File: src/thorDecodePkg.sv
// ============================
// Thor decode shared definitions
// Opcodes, function codes and the 40-bit instruction formats
// ============================
package thorDecodePkg;

	localparam int InsnWidth = 40;

	typedef logic [4:0] RegNum;

	// Link value k lives in register 28+k
	localparam RegNum LinkRegBase = 5'd28;

	// ============================
	// Encodings
	// ============================
	typedef enum logic [6:0] {
		R2    = 7'd2,
		ADDI  = 7'd4,
		ANDI  = 7'd8,
		ORI   = 7'd9,
		SLTUI = 7'd11,
		JMP   = 7'd32,
		BRA   = 7'd33,
		RTS   = 7'd35,
		JEQ   = 7'd38,
		JNE   = 7'd39,
		JLT   = 7'd40,
		EXI   = 7'd48,
		LDB   = 7'd64,
		LDBU  = 7'd65,
		LDW   = 7'd66,
		LDWU  = 7'd67,
		LDO   = 7'd70,
		STB   = 7'd80,
		STW   = 7'd81,
		STO   = 7'd83,
		NOP   = 7'd127
	} opcodeT;

	// Function field of the R2 group
	typedef enum logic [6:0] {
		ADD = 7'd4,
		SUB = 7'd5,
		AND = 7'd8,
		OR  = 7'd9,
		MUL = 7'd16,
		DIV = 7'd19,
		SLL = 7'd32
	} funcT;

	typedef enum logic [1:0] {
		byteSz  = 2'd0,
		wydeSz  = 2'd1,
		tetraSz = 2'd2,
		octaSz  = 2'd3
	} memSizeT;

	// ============================
	// Formats, highest field first
	// ============================
	typedef struct packed {
		logic [InsnWidth-35:0] spare;
		funcT func;
		RegNum Rc;
		RegNum Rb;
		RegNum Ra;
		RegNum Rt;
		opcodeT opcode;
	} r3Fmt;

	typedef struct packed {
		logic [22:0] imm;
		RegNum Ra;
		RegNum Rt;
		opcodeT opcode;
	} riFmt;

	// Rt carries the data register on stores
	typedef struct packed {
		logic [22:0] disp;
		RegNum Ra;
		RegNum Rt;
		opcodeT opcode;
	} memFmt;

	typedef struct packed {
		logic [InsnWidth-38:0] spare;
		logic [17:0] tgt;
		RegNum Rc;
		RegNum Ra;
		logic [1:0] lk;
		opcodeT opcode;
	} jxxFmt;

	typedef struct packed {
		logic [InsnWidth-10:0] tgt;
		logic [1:0] lk;
		opcodeT opcode;
	} jmpFmt;

	// Upper immediate bits for the word that follows
	typedef struct packed {
		logic [InsnWidth-8:0] payload;
		opcodeT opcode;
	} prefixFmt;

	typedef union packed {
		r3Fmt r3;
		riFmt ri;
		memFmt mem;
		jxxFmt jxx;
		jmpFmt jmp;
		prefixFmt prefix;
	} insnFmt;

endpackage

File: src/flowDecode.sv
`timescale 1ns/100ps
// ============================
// Flow-change decode
// Jump and branch kinds and the branch target
// ============================
module flowDecode #(
	parameter int ValueWidth = 64
) (
	input  logic clk,
	input  logic rstN,
	input  thorDecodePkg::insnFmt insn,
	input  logic insnValid,
	output logic isJump,
	output logic isCondBranch,
	output logic isBranch,
	output logic isReturn,
	output logic isFlowChange,
	output logic [ValueWidth-1:0] branchTarget
);

	localparam int LongWidth = thorDecodePkg::InsnWidth - 9;

	thorDecodePkg::opcodeT op;
	logic jumpNext;
	logic condNext;
	logic braNext;
	logic retNext;
	logic [ValueWidth-1:0] targetNext;

	assign op = insn.r3.opcode;
	assign jumpNext = op == thorDecodePkg::JMP;
	assign condNext = op inside {thorDecodePkg::JEQ, thorDecodePkg::JNE, thorDecodePkg::JLT};
	assign braNext = op == thorDecodePkg::BRA;
	assign retNext = op == thorDecodePkg::RTS;

	// Targets count halfwords, so bit 0 is always clear
	always_comb
	begin
		if (condNext)
			targetNext = {{(ValueWidth-19){insn.jxx.tgt[17]}}, insn.jxx.tgt, 1'b0};
		else if (jumpNext || braNext)
			targetNext = {{(ValueWidth-LongWidth-1){insn.jmp.tgt[LongWidth-1]}},
				insn.jmp.tgt, 1'b0};
		else
			targetNext = '0;
	end

	always_ff @(posedge clk)
	begin
		if (!rstN)
		begin
			isJump <= 1'b0;
			isCondBranch <= 1'b0;
			isBranch <= 1'b0;
			isReturn <= 1'b0;
			isFlowChange <= 1'b0;
			branchTarget <= '0;
		end
		else
		begin
			isJump <= jumpNext;
			isCondBranch <= condNext;
			isBranch <= braNext;
			isReturn <= retNext;
			isFlowChange <= jumpNext | condNext | braNext | retNext;
			branchTarget <= targetNext;
		end
	end

endmodule

File: src/immBuild.sv
`timescale 1ns/100ps
// ============================
// Immediate builder
// Base constant, merged with a pending EXI prefix
// ============================
module immBuild #(
	parameter int ValueWidth = 64
) (
	input  logic clk,
	input  logic rstN,
	input  thorDecodePkg::insnFmt insn,
	input  logic insnValid,
	output logic [ValueWidth-1:0] imm,
	output logic isPrefix
);

	localparam int PayloadWidth = thorDecodePkg::InsnWidth - 7;

	thorDecodePkg::opcodeT op;
	logic [ValueWidth-1:0] baseImm;
	logic [ValueWidth-1:0] immNext;
	logic isExi;
	logic pendValid;
	logic [PayloadWidth-1:0] pendPayload;

	assign op = insn.r3.opcode;
	assign isExi = op == thorDecodePkg::EXI;

	// ============================
	// Base constant
	// ============================
	always_comb
	begin
		case (op)
			thorDecodePkg::ADDI:
				baseImm = {{(ValueWidth-23){insn.ri.imm[22]}}, insn.ri.imm};
			thorDecodePkg::LDB, thorDecodePkg::LDBU, thorDecodePkg::LDW,
			thorDecodePkg::LDWU, thorDecodePkg::LDO,
			thorDecodePkg::STB, thorDecodePkg::STW, thorDecodePkg::STO:
				baseImm = {{(ValueWidth-23){insn.mem.disp[22]}}, insn.mem.disp};
			// Ones on the left keep the upper bits of the operand
			thorDecodePkg::ANDI:
				baseImm = {{(ValueWidth-23){1'b1}}, insn.ri.imm};
			thorDecodePkg::ORI, thorDecodePkg::SLTUI:
				baseImm = {{(ValueWidth-23){1'b0}}, insn.ri.imm};
			thorDecodePkg::R2:
				baseImm = (insn.r3.func == thorDecodePkg::SLL) ?
					{{(ValueWidth-5){1'b0}}, insn.r3.Rb} : '0;
			default:
				baseImm = '0;
		endcase

		// Prefix supplies everything above bit 22
		if (pendValid && baseImm != '0)
			immNext = {{(ValueWidth-PayloadWidth-23){pendPayload[PayloadWidth-1]}},
				pendPayload, baseImm[22:0]};
		else
			immNext = baseImm;
	end

	// ============================
	// Prefix tracking
	// ============================
	always_ff @(posedge clk)
	begin
		if (!rstN)
		begin
			imm <= '0;
			isPrefix <= 1'b0;
			pendValid <= 1'b0;
		end
		else
		begin
			imm <= immNext;
			isPrefix <= insnValid & isExi;
			// Idle cycles leave the pending prefix alone
			if (insnValid)
				pendValid <= isExi;
		end
	end

	always_ff @(posedge clk)
	begin
		if (insnValid && isExi)
			pendPayload <= insn.prefix.payload;
	end

endmodule

File: src/memClassify.sv
`timescale 1ns/100ps
// ============================
// Memory classification
// Load/store kind, access size and multi-cycle flag
// ============================
module memClassify (
	input  logic clk,
	input  logic rstN,
	input  thorDecodePkg::insnFmt insn,
	input  logic insnValid,
	output logic isLoad,
	output logic loadZeroExt,
	output logic isStore,
	output thorDecodePkg::memSizeT memSize,
	output logic multiCycle
);

	thorDecodePkg::opcodeT op;
	logic loadNext;
	logic storeNext;
	logic zextNext;
	logic mulDiv;
	thorDecodePkg::memSizeT sizeNext;

	assign op = insn.r3.opcode;
	assign loadNext = op inside {thorDecodePkg::LDB, thorDecodePkg::LDBU,
		thorDecodePkg::LDW, thorDecodePkg::LDWU, thorDecodePkg::LDO};
	assign storeNext = op inside {thorDecodePkg::STB, thorDecodePkg::STW, thorDecodePkg::STO};
	assign zextNext = op inside {thorDecodePkg::LDBU, thorDecodePkg::LDWU};
	assign mulDiv = (op == thorDecodePkg::R2) &&
		(insn.r3.func inside {thorDecodePkg::MUL, thorDecodePkg::DIV});

	always_comb
	begin
		case (op)
			thorDecodePkg::LDB, thorDecodePkg::LDBU, thorDecodePkg::STB:
				sizeNext = thorDecodePkg::byteSz;
			thorDecodePkg::LDW, thorDecodePkg::LDWU, thorDecodePkg::STW:
				sizeNext = thorDecodePkg::wydeSz;
			default: sizeNext = thorDecodePkg::octaSz;   // LDO, STO and non-memory
		endcase
	end

	always_ff @(posedge clk)
	begin
		if (!rstN)
		begin
			isLoad <= 1'b0;
			loadZeroExt <= 1'b0;
			isStore <= 1'b0;
			memSize <= thorDecodePkg::byteSz;
			multiCycle <= 1'b0;
		end
		else
		begin
			isLoad <= loadNext;
			loadZeroExt <= zextNext;
			isStore <= storeNext;
			memSize <= sizeNext;
			multiCycle <= loadNext | storeNext | mulDiv;
		end
	end

endmodule

File: src/regSelect.sv
`timescale 1ns/100ps
// ============================
// Register selection
// Source and target registers plus write enable
// ============================
module regSelect (
	input  logic clk,
	input  logic rstN,
	input  thorDecodePkg::insnFmt insn,
	input  logic insnValid,
	output thorDecodePkg::RegNum ra,
	output thorDecodePkg::RegNum rb,
	output thorDecodePkg::RegNum rc,
	output thorDecodePkg::RegNum rt,
	output logic rfWrite
);

	thorDecodePkg::opcodeT op;
	thorDecodePkg::RegNum raNext;
	thorDecodePkg::RegNum rcNext;
	thorDecodePkg::RegNum rtNext;
	logic linked;
	logic writeNext;

	assign op = insn.r3.opcode;
	// lk sits at the same bits in jxx and jmp
	assign linked = insn.jmp.lk != 2'd0;

	always_comb
	begin
		case (op)
			thorDecodePkg::RTS: raNext = thorDecodePkg::LinkRegBase;
			thorDecodePkg::JEQ, thorDecodePkg::JNE, thorDecodePkg::JLT:
				raNext = insn.jxx.Ra;
			default: raNext = insn.r3.Ra;
		endcase

		// Store data goes out on the third read port
		case (op)
			thorDecodePkg::STB, thorDecodePkg::STW, thorDecodePkg::STO:
				rcNext = insn.mem.Rt;
			thorDecodePkg::JEQ, thorDecodePkg::JNE, thorDecodePkg::JLT:
				rcNext = insn.jxx.Rc;
			default: rcNext = insn.r3.Rc;
		endcase

		rtNext = insn.r3.Rt;
		writeNext = 1'b0;
		case (op)
			thorDecodePkg::STB, thorDecodePkg::STW, thorDecodePkg::STO,
			thorDecodePkg::EXI, thorDecodePkg::RTS, thorDecodePkg::NOP:
				rtNext = '0;
			thorDecodePkg::JMP, thorDecodePkg::BRA,
			thorDecodePkg::JEQ, thorDecodePkg::JNE, thorDecodePkg::JLT:
			begin
				rtNext = linked ? thorDecodePkg::LinkRegBase + {3'd0, insn.jmp.lk} : '0;
				writeNext = linked;
			end
			thorDecodePkg::R2, thorDecodePkg::ADDI, thorDecodePkg::ANDI,
			thorDecodePkg::ORI, thorDecodePkg::SLTUI,
			thorDecodePkg::LDB, thorDecodePkg::LDBU, thorDecodePkg::LDW,
			thorDecodePkg::LDWU, thorDecodePkg::LDO:
				writeNext = 1'b1;
			default: ;
		endcase
	end

	always_ff @(posedge clk)
	begin
		if (!rstN)
		begin
			ra <= '0;
			rb <= '0;
			rc <= '0;
			rt <= '0;
			rfWrite <= 1'b0;
		end
		else
		begin
			ra <= raNext;
			rb <= insn.r3.Rb;
			rc <= rcNext;
			rt <= rtNext;
			rfWrite <= insnValid & writeNext;
		end
	end

endmodule

File: src/thorDecodeStage.sv
`timescale 1ns/100ps
// ============================
// Thor decode stage
// Registered decode record, one cycle after the word
// ============================
module thorDecodeStage #(
	parameter int ValueWidth = 64
) (
	input  logic clk,
	input  logic rstN,
	input  thorDecodePkg::insnFmt insn,
	input  logic insnValid,
	output logic decValid,
	output thorDecodePkg::RegNum ra,
	output thorDecodePkg::RegNum rb,
	output thorDecodePkg::RegNum rc,
	output thorDecodePkg::RegNum rt,
	output logic rfWrite,
	output logic [ValueWidth-1:0] imm,
	output logic isPrefix,
	output logic isLoad,
	output logic loadZeroExt,
	output logic isStore,
	output thorDecodePkg::memSizeT memSize,
	output logic multiCycle,
	output logic isJump,
	output logic isCondBranch,
	output logic isBranch,
	output logic isReturn,
	output logic isFlowChange,
	output logic [ValueWidth-1:0] branchTarget
);

	// Valid follows the word through the single stage
	always_ff @(posedge clk)
	begin
		if (!rstN)
			decValid <= 1'b0;
		else
			decValid <= insnValid;
	end

	regSelect uRegSelect (
		.clk      (clk),
		.rstN     (rstN),
		.insn     (insn),
		.insnValid(insnValid),
		.ra       (ra),
		.rb       (rb),
		.rc       (rc),
		.rt       (rt),
		.rfWrite  (rfWrite)
	);

	immBuild #(.ValueWidth(ValueWidth)) uImmBuild (
		.clk      (clk),
		.rstN     (rstN),
		.insn     (insn),
		.insnValid(insnValid),
		.imm      (imm),
		.isPrefix (isPrefix)
	);

	memClassify uMemClassify (
		.clk        (clk),
		.rstN       (rstN),
		.insn       (insn),
		.insnValid  (insnValid),
		.isLoad     (isLoad),
		.loadZeroExt(loadZeroExt),
		.isStore    (isStore),
		.memSize    (memSize),
		.multiCycle (multiCycle)
	);

	flowDecode #(.ValueWidth(ValueWidth)) uFlowDecode (
		.clk         (clk),
		.rstN        (rstN),
		.insn        (insn),
		.insnValid   (insnValid),
		.isJump      (isJump),
		.isCondBranch(isCondBranch),
		.isBranch    (isBranch),
		.isReturn    (isReturn),
		.isFlowChange(isFlowChange),
		.branchTarget(branchTarget)
	);

endmodule

File: config.mk
export PLATFORM = sky130hd
export DESIGN_NAME = thorDecodeStage
export DESIGN_NICKNAME = d
export VERILOG_FILES = /design/src/thorDecodePkg.sv /design/src/flowDecode.sv /design/src/immBuild.sv /design/src/memClassify.sv /design/src/regSelect.sv /design/src/thorDecodeStage.sv
export SDC_FILE = /design/constraint.sdc
export NUM_CORES = 1
export LEC_CHECK = 0
export BUFFER_PORTS_ARGS = -buffer_cell sky130_fd_sc_hd__buf_2
export CAP_MARGIN = 0
export CELL_PAD_IN_SITES_DETAIL_PLACEMENT = 0
export CELL_PAD_IN_SITES_GLOBAL_PLACEMENT = 2
export CORE_MARGIN = 3
export CORE_UTILIZATION = 30
export DETAILED_ROUTE_END_ITERATION = 10
export PLACE_DENSITY_LB_ADDON = 0.1
export SLEW_MARGIN = 20
export SYNTH_ARGS = -nofsm -noshare
export SYNTH_HDL_FRONTEND = slang
export SYNTH_SLANG_ARGS = --single-unit
File: constraint.sdc
create_clock -name clk -period 8.1 [get_ports clk]
set_input_delay 1.62 -clock clk [delete_from_list [all_inputs] [get_ports clk]]
set_output_delay 1.62 -clock clk [all_outputs]
set_load 0.02 [all_outputs]
After elaboration in Yosys (flattened, before gate mapping)
Index checks and enable logic that the tools add are counted.
- register bits after elaboration: 196
- input port bits: 43
- output and inout bits: 162
- word-level logic and storage cells: 87
- add/subtract/negate cells: 1
- eq/ne operators: 24
- muxes and demuxes: 11
- bitwise logic cells: 8
- reduce and logical (&&, ||, !) cells: 21
- operator list (operator ; number):
    case mux 64 bit (4 select lines) ; 1
    2-to-1 mux 64 bit ; 3
    nonzero test 64 bit ; 1
    equality test 7 bit (second input constant) ; 9
    equality test 7 x 6 -> 1 bit (second input constant) ; 8
    case mux 5 bit (2 select lines) ; 3
    equality test 7 x 4 -> 1 bit (second input constant) ; 3
    equality test 7 x 5 -> 1 bit (second input constant) ; 2
    OR reduction 3 bit ; 4
    2-to-1 mux 5 bit ; 2
    OR reduction 10 bit ; 1
    OR reduction 9 bit ; 1
    equality test 7 x 2 -> 1 bit (second input constant) ; 1
    equality test 7 x 3 -> 1 bit (second input constant) ; 1
    nonzero test 2 bit ; 3
    nonzero test 3 bit ; 2
    OR reduction 6 bit ; 1
    OR 1 bit ; 5
    nonzero test 5 bit ; 1
    OR reduction 5 bit ; 1
    adder 3 x 3 -> 4 bit (first input constant) ; 1
    case mux 2 bit (2 select lines) ; 1
    OR reduction 2 bit ; 2
    logical AND 1 bit ; 3
    other kinds (4) ; 5

Longest topological paths before layout
Gate-level depths: netlist of run 1.
- depth after elaboration: 6
- mapped depth: 7
- mapped depth without buffers: 5

Cells and area by module
From an unflattened synthesis of run 1, not the netlist that was laid out.
- cells, all modules: 492
- area total of the unflattened synthesis: 5729.2 µm²
- by module, submodules not included (module ; instances ; cells each ; area each (µm²)):
    immBuild ; 1 ; 236 ; 2977.9
    flowDecode ; 1 ; 130 ; 1461.4
    regSelect ; 1 ; 97 ; 997.2
    memClassify ; 1 ; 27 ; 266.5
    thorDecodeStage ; 1 ; 2 ; 26.3

Worst setup path before layout of run 1
OpenSTA, ideal clock, no wires.
- path kind: in2reg
- start point: in insn[4] (netlist name)
- end point: reg uImmBuild.pendPayload[0], enable pin
- setup time: 521 ps
- arrival time: 5852 ps
- data required time: 7579 ps
- slack: 1727 ps
- stages: 3
- path buffers: 1
- path through: clkbuf_1 or3b_1 nor4b_1
- longest elaborated chain between the ends: 2
- ends and longest elaborated chain (what ; RTL line ; text):
    start, declared ; thorDecodeStage.sv:11 ; input thorDecodePkg::insnFmt insn,
    equality test 7 x 6 -> 1 bit ; immBuild.sv:27 ; assign isExi = op == thorDecodePkg::EXI;
    logical AND 1 bit ; immBuild.sv:84 ; if (insnValid && isExi)
    end signal, assigned ; immBuild.sv:85 ; pendPayload <= insn.prefix.payload;
    end, declared ; immBuild.sv:24 ; logic [PayloadWidth-1:0] pendPayload;
No other way between the ends.
A chain may end at the register's enable or synchronous reset.

Final worst setup path of run 1
- start point: in insn[20] (netlist name)
- end point: reg uImmBuild.imm[24]
- longest elaborated chain between the ends: 5
- ends and longest elaborated chain (what ; RTL line ; text):
    2-to-1 mux 5 bit ; immBuild.sv:47 ; baseImm = (insn.r3.func == thorDecodePkg::SLL) ?
    case mux 64 bit (4 select lines) * ; immBuild.sv:34 ; case (op)
    nonzero test 64 bit * ; immBuild.sv:54 ; if (pendValid && baseImm != '0)
    logical AND 1 bit * ; immBuild.sv:54 ;
    2-to-1 mux 64 bit * ; immBuild.sv:54 ;
    end signal, assigned ; immBuild.sv:74 ; imm <= immNext;
    end, declared ; immBuild.sv:13 ; output logic [ValueWidth-1:0] imm,
Every way passes the cells marked *; elsewhere a longest branch is shown, timed or not.

==> results.toml, run 1 <==
[clocking]
post_cts_buffers = 0
cts_tree = "built"
clk_latency_ns = 0.42
cts_resized = 0
numClockSinks = 155
postCtsHoldBufs = 0
clockBufferDepth = 2
htreeDepth = 4
numCtsBuffers = 17
path_clk_slew_ns = 0.06
cts_root_buf = "clkbuf_16"

[synth]
synthFlopType = "dfxtp_1"
avgSynthCellArea_um2 = 11.21
synthArstFlopShare_pct = 0
synth_cell_types = 54
synth_common_cells = "dfxtp_1, buf_4, inv_1, edfxtp_1, a21oi_2"
syn_nets = 542
synth.most_common_cell = "dfxtp_1"
syn_area_um2 = 5595
synth-seq-area-share_pct = 61.36
synth-seq-cells = 155
yosys.area.top_type_share_pct = 43.65
synth_edf_count = 33
synthTopCellsByArea = "dfxtp_1, edfxtp_1, buf_4, a21oi_2, inv_1"
ys_warn_count = 0
synth_top_cell_by_area = "dfxtp_1"
netlist_instances = 499

[floorplan]
fp.dieH_um = 142.6
core-area_um2 = 18150
std_cell_rows = 49
die_w_um = 142.6
dieArea_um2 = 20330
ios = 205
initial_core_util_pct = 30.83

[finish]
layout.area.seq_um2 = 3435
syn_to_final_growth_pct = 26.23
final_core_util_pct = 38.92
layout-drive-gt1-share_pct = 40.81
fill_cells = 1799
n_antenna_cell = 0
multiInputGateArea_um2 = 1550
nNetsFinal = 694

[sta]
relSlewSlack_pct = 30.23
tns_ns = 0
finalHoldViolCount = 0
fin_crit_ns = 3.459
fin_hold_ws_ns = 0.4826
slew_violations = 0
rsz0062_at_grt = "no"
clock_skew_ns = 0.004983
worst_pin_slew_ns = 1.047
setup_viol = 0
fin_crit_sh_pct = 42.71
max_freq_mhz = 289.1

[routing]
vias_per_cell = 4.525
drc = 0
detail_route.wl_per_cell_um = 18.48
drt_wl_total_um = 16500
first_iter_violations = 268
dr.pass1.iters = 6
drtAntennaViolNets = 0
vias = 4041

[global_routing]
grt_pass1_vias = 3911
grt_pass1_wl_um = 24010
antenna_found_initial = 0
grt_max_degree = 35
grt_use_total_pct = 16.05
grt-ovfl-total = 0

[placed_design]
place_congestion = 0.7525
portBuffers = 203
post-dp-hpwl_um = 11550

[power_and_ir_drop]
power_density_nw_per_um2 = 241.8
vdd_drop_max_mv = 0.1453
leakagePower_uw = 0.003472

[critical_path]
crit_required_ns = 8.34
cp.arrival_ns = 3.70
critPathKind = "input port to register"
start_kind = "input port"
cp_max_fo = 32
setup.worst_path.end_class = "register"

[run_status]
outcome = "finished clean"

[hold_path]
hold_class = "register to register"

[job]
maxCapViolations = 0
state kept, by name, summed over array words and instances (netlist names), 2 cells and up:
signal	cells
uRegSelect.ra	5
uImmBuild.pendPayload	33
uFlowDecode.branchTarget	31
uRegSelect.rb	5
uRegSelect.rc	5
uRegSelect.rt	5
uMemClassify.memSize	2
uImmBuild.imm	56
through the flow:
step / total power (uW) / instance area (um^2) / worst slack [ns] / cells
2_1_floorplan: 879.8 / 5595 / 1.727 / 499
3_3_place_gp: 929.3 / 6460 / 4.182 / 861
3_5_place_dp: 928.7 / 6460 / 4.148 / 861
4_1_cts: 1729 / 7063 / 4.565 / 893
5_1_grt: 1767 / 7063 / 4.520 / 893
6_report: 1708 / 7063 / 4.641 / 893
worst max-delay path, cell delays in order:
cell and delay [ns]:
buf_2 0.15, or4_1 0.59, nor4_1 0.35, a221oi_2 0.14, o31ai_4 0.22, buf_4 0.51, a21oi_1 0.11
power by group:
group	internal, uW	leakage (uW)	total (uW)	switching [uW]
clock	497	0.000296	797	300
sequential	802	0.00129	806	4.12
combinational	31.1	0.00189	105	74.2
total	1330	0.00347	1710	378
metal layers:
| layer | vias to the layer above | GRT usage, % | wire length [um] |
|---|---|---|---|
| met5 | - | 0 | 0 |
| met4 | 0 | 5.453 | 216 |
| met3 | 20 | 4.402 | 1113 |
| met2 | 174 | 23.66 | 7213 |
| met1 | 1867 | 22.72 | 7959 |
| li1 | 1980 | - | - |
final timing paths:
check	startpoint	depth (start not counted)	end	slack [ns]
setup / recovery	insn[20]	7	uImmBuild.imm[24]	4.64
hold reg to reg	uImmBuild.pendPayload[32]	2	uImmBuild.imm[62]	0.48
setup reg to reg	uImmBuild.pendValid	5	uImmBuild.imm[24]	5.83
hold / removal	uImmBuild.pendPayload[32]	2	uImmBuild.imm[62]	0.48
cell type report:
class / count / share of cell area, %
Multi-Input combinational cell: 230 / 21.95
Clock inverter: 5 / 0.7795
Sequential cell: 155 / 48.63
Timing Repair Buffer: 205 / 14.60
Inverter: 42 / 2.232
Clock buffer: 27 / 7.759
Tap cell: 229 / 4.057
cells by family after synthesis:
group	Yosys count	synth area share (%)
flops	155	61.36
simple gates	119	12.10
buf+inv	114	11.05
compound gates	107	14.94
xor+xnor	2	0.3131
mux	1	0.1789
other cells	1	0.06702
cell usage in the layout (no fill, tap or decap), drive strengths merged, types with 3 or more instances in the layout:
master  count
a211oi      3
a21o       11
a21oi      49
a22o       13
a22oi      11
and2        8
and3       21
buf       205
clkbuf     27
clkinv      3
dfxtp     122
edfxtp     33
inv        43
nand2      18
nand2b      3
nor2       24
nor2b       6
nor3        8
nor4        8
nor4b       4
o21a        3
o21ai       7
or3         4
(Power assumes the default switching activity.)
==> inputs of run 2 (changes only) <==
Settings changed: CORE_UTILIZATION 30 to 27.
Clock period 8.1 ns to 3 ns, I/O delays scaled along.
==> run 2 against run 1 <==
Effect of this change: clock power increased to 2.7 times the previous value; routed wire length rose by 5.8%; register-to-register slack worse by 4.6 ns; critical endpoint is now uImmBuild.imm[43]; sequential power increased to 2.7 times the previous value; sequential share of layout area decreased by 1.3 points; highest routed layer unchanged.
==> results.toml, run 2 (same netlist as run 1, synthesis figures left out) <==
[routing]
dr.pass1.iters = 4
vias = 4063
drtAntennaViolNets = 0
drc = 0
first_iter_violations = 205
detail_route.wl_per_cell_um = 18.39
vias_per_cell = 4.281
drt_wl_total_um = 17450

[finish]
layout_commonest_cell = "buf_2"
reg_top3 = "uImmBuild.imm (56), uImmBuild.pendPayload (33), uFlowDecode.branchTarget (31)"
syn_to_final_growth_pct = 29.79
largest_reg_flops = 56
n_antenna_cell = 0
top_register = "uImmBuild.imm"
nNetsFinal = 709
layout-drive-gt1-share_pct = 42.86
final_cell_mix = "buf_2, dfxtp_1, inv_1"

[global_routing]
grt_use_total_pct = 15.45
grt_pass1_vias = 3970
grt_max_degree = 35
antenna_found_initial = 0
grt_pass1_wl_um = 25310
grt-ovfl-total = 0

[clocking]
postCtsHoldBufs = 0
clockBufferDepth = 2
numCtsBuffers = 17
cts_root_buf = "clkbuf_16"
htreeDepth = 4
clk_latency_ns = 0.43
post_cts_buffers = 0
numClockSinks = 155
path_clk_slew_ns = 0.07
cts_resized = 0
cts_tree = "built"

[hold_path]
hold_class = "input port to register"
hold_start = "insn[37]"
whs_path_depth = 1
whs_endpoint = "uImmBuild.pendPayload[30]"

[critical_path]
crit_chain = "buf_2, or4b_1, or4_4, o21ai_2, o31ai_4, buf_4, a21oi_2"
cp.arrival_ns = 2.63
slowest_delay_ns = 0.48
start_kind = "input port"
rr_endpoint = "uImmBuild.imm[43]"
r2r_start = "uImmBuild.pendValid"
critPathKind = "input port to register"
r2r_slack_ns = 1.27
startpoint = "insn[1]"
crit_required_ns = 3.36
r2r_cells = 5
setup.worst_path.end_class = "register"
cp_max_fo = 32
slowest_stage = "or4b_1"

[power_and_ir_drop]
leakagePower_uw = 0.003553
finalPower_uw = 4660
power_density_nw_per_um2 = 641.7
vdd_drop_max_mv = 0.3318

[floorplan]
std_cell_rows = 52
die_w_um = 150.0
fp.dieH_um = 150.0
ios = 205
dieArea_um2 = 22490
core-area_um2 = 20300
initial_core_util_pct = 27.56

[placed_design]
portBuffers = 203
place_congestion = 0.7777
post-dp-hpwl_um = 12610

[sta]
setup_viol = 0
clock_skew_ns = 0.01087
fin_crit_ns = 2.274
tns_ns = 0
finalHoldViolCount = 0
rsz0062_at_grt = "no"
fin_crit_sh_pct = 75.80
slew_violations = 0
max_freq_mhz = 439.8
worst_pin_slew_ns = 0.6994
relSlewSlack_pct = 53.31

[job]
maxCapViolations = 0

[run_status]
outcome = "finished clean"
-- run 2: cell count changes in the layout (fill, tap and decap cells not counted), moves of 3 or more --
cell | before | now
clkinvlp_4 | 0 | 3
buf_4 | 2 | 15
clkbuf_1 | 6 | 1
inv_6 | 0 | 3
-- run 2: worst max-delay path by stage --
| stage | endpoint | slack, ns |
|---|---|---|
| 2_1_floorplan | uImmBuild.pendPayload[0] | 0.08 |
| 6_report | uImmBuild.imm[43] | 0.73 |
| 3_3_place_gp | uImmBuild.imm[24] | 0.31 |
| 3_5_place_dp | uImmBuild.imm[24] | 0.26 |
| 4_1_cts | uImmBuild.imm[23] | 0.72 |
| 5_1_grt | uImmBuild.imm[43] | 0.60 |
-- run 2: cell type report --
class,instances,area (um^2)
tap,270,337.8
clock buffer,20,479.2
inverter,42,157.7
sequential,155,3435
clock inverter,12,125.1
timing repair buffer,220,1169
multi-input combinational,230,1559
fill,2119,13040
-- run 2: report_power, final --
group,internal [uW],switching [uW],leakage [uW]
Clock,1260,924,0.000288
Sequential,2160,11.4,0.00129
Combinational,92.7,204,0.00198
-- run 2: critical path: cells and delay by family --
kind,cells,cell delay (ns)
simple gates,2,0.93
buf+inv,2,0.60
compound gates,3,0.48
-- run 2: metal layers --
metal  GRT usage (%)  up-vias  wire length, um  part of all wire (%)
met5               0        -                0                     0
met4           4.117        0              167                  0.96
met3           4.755       11             1114                   6.4
met2           23.88      136             8044                    46
met1           21.02     1921             8127                    47
li1                -     1995                -                     -
-- run 2: stage by stage --
stage	util, %	hold slack, ns	std cells	area, um^2	setup WS [ns]
3_3_place_gp	32.80	0.4855	917	6658	0.3066
2_1_floorplan	-	0.4543	499	5610	0.07628
4_1_cts	35.77	0.3947	949	7262	0.7158
3_5_place_dp	32.80	0.4908	917	6658	0.2594
5_1_grt	35.77	0.3977	949	7262	0.6043
6_report	35.77	0.4115	949	7262	0.7260
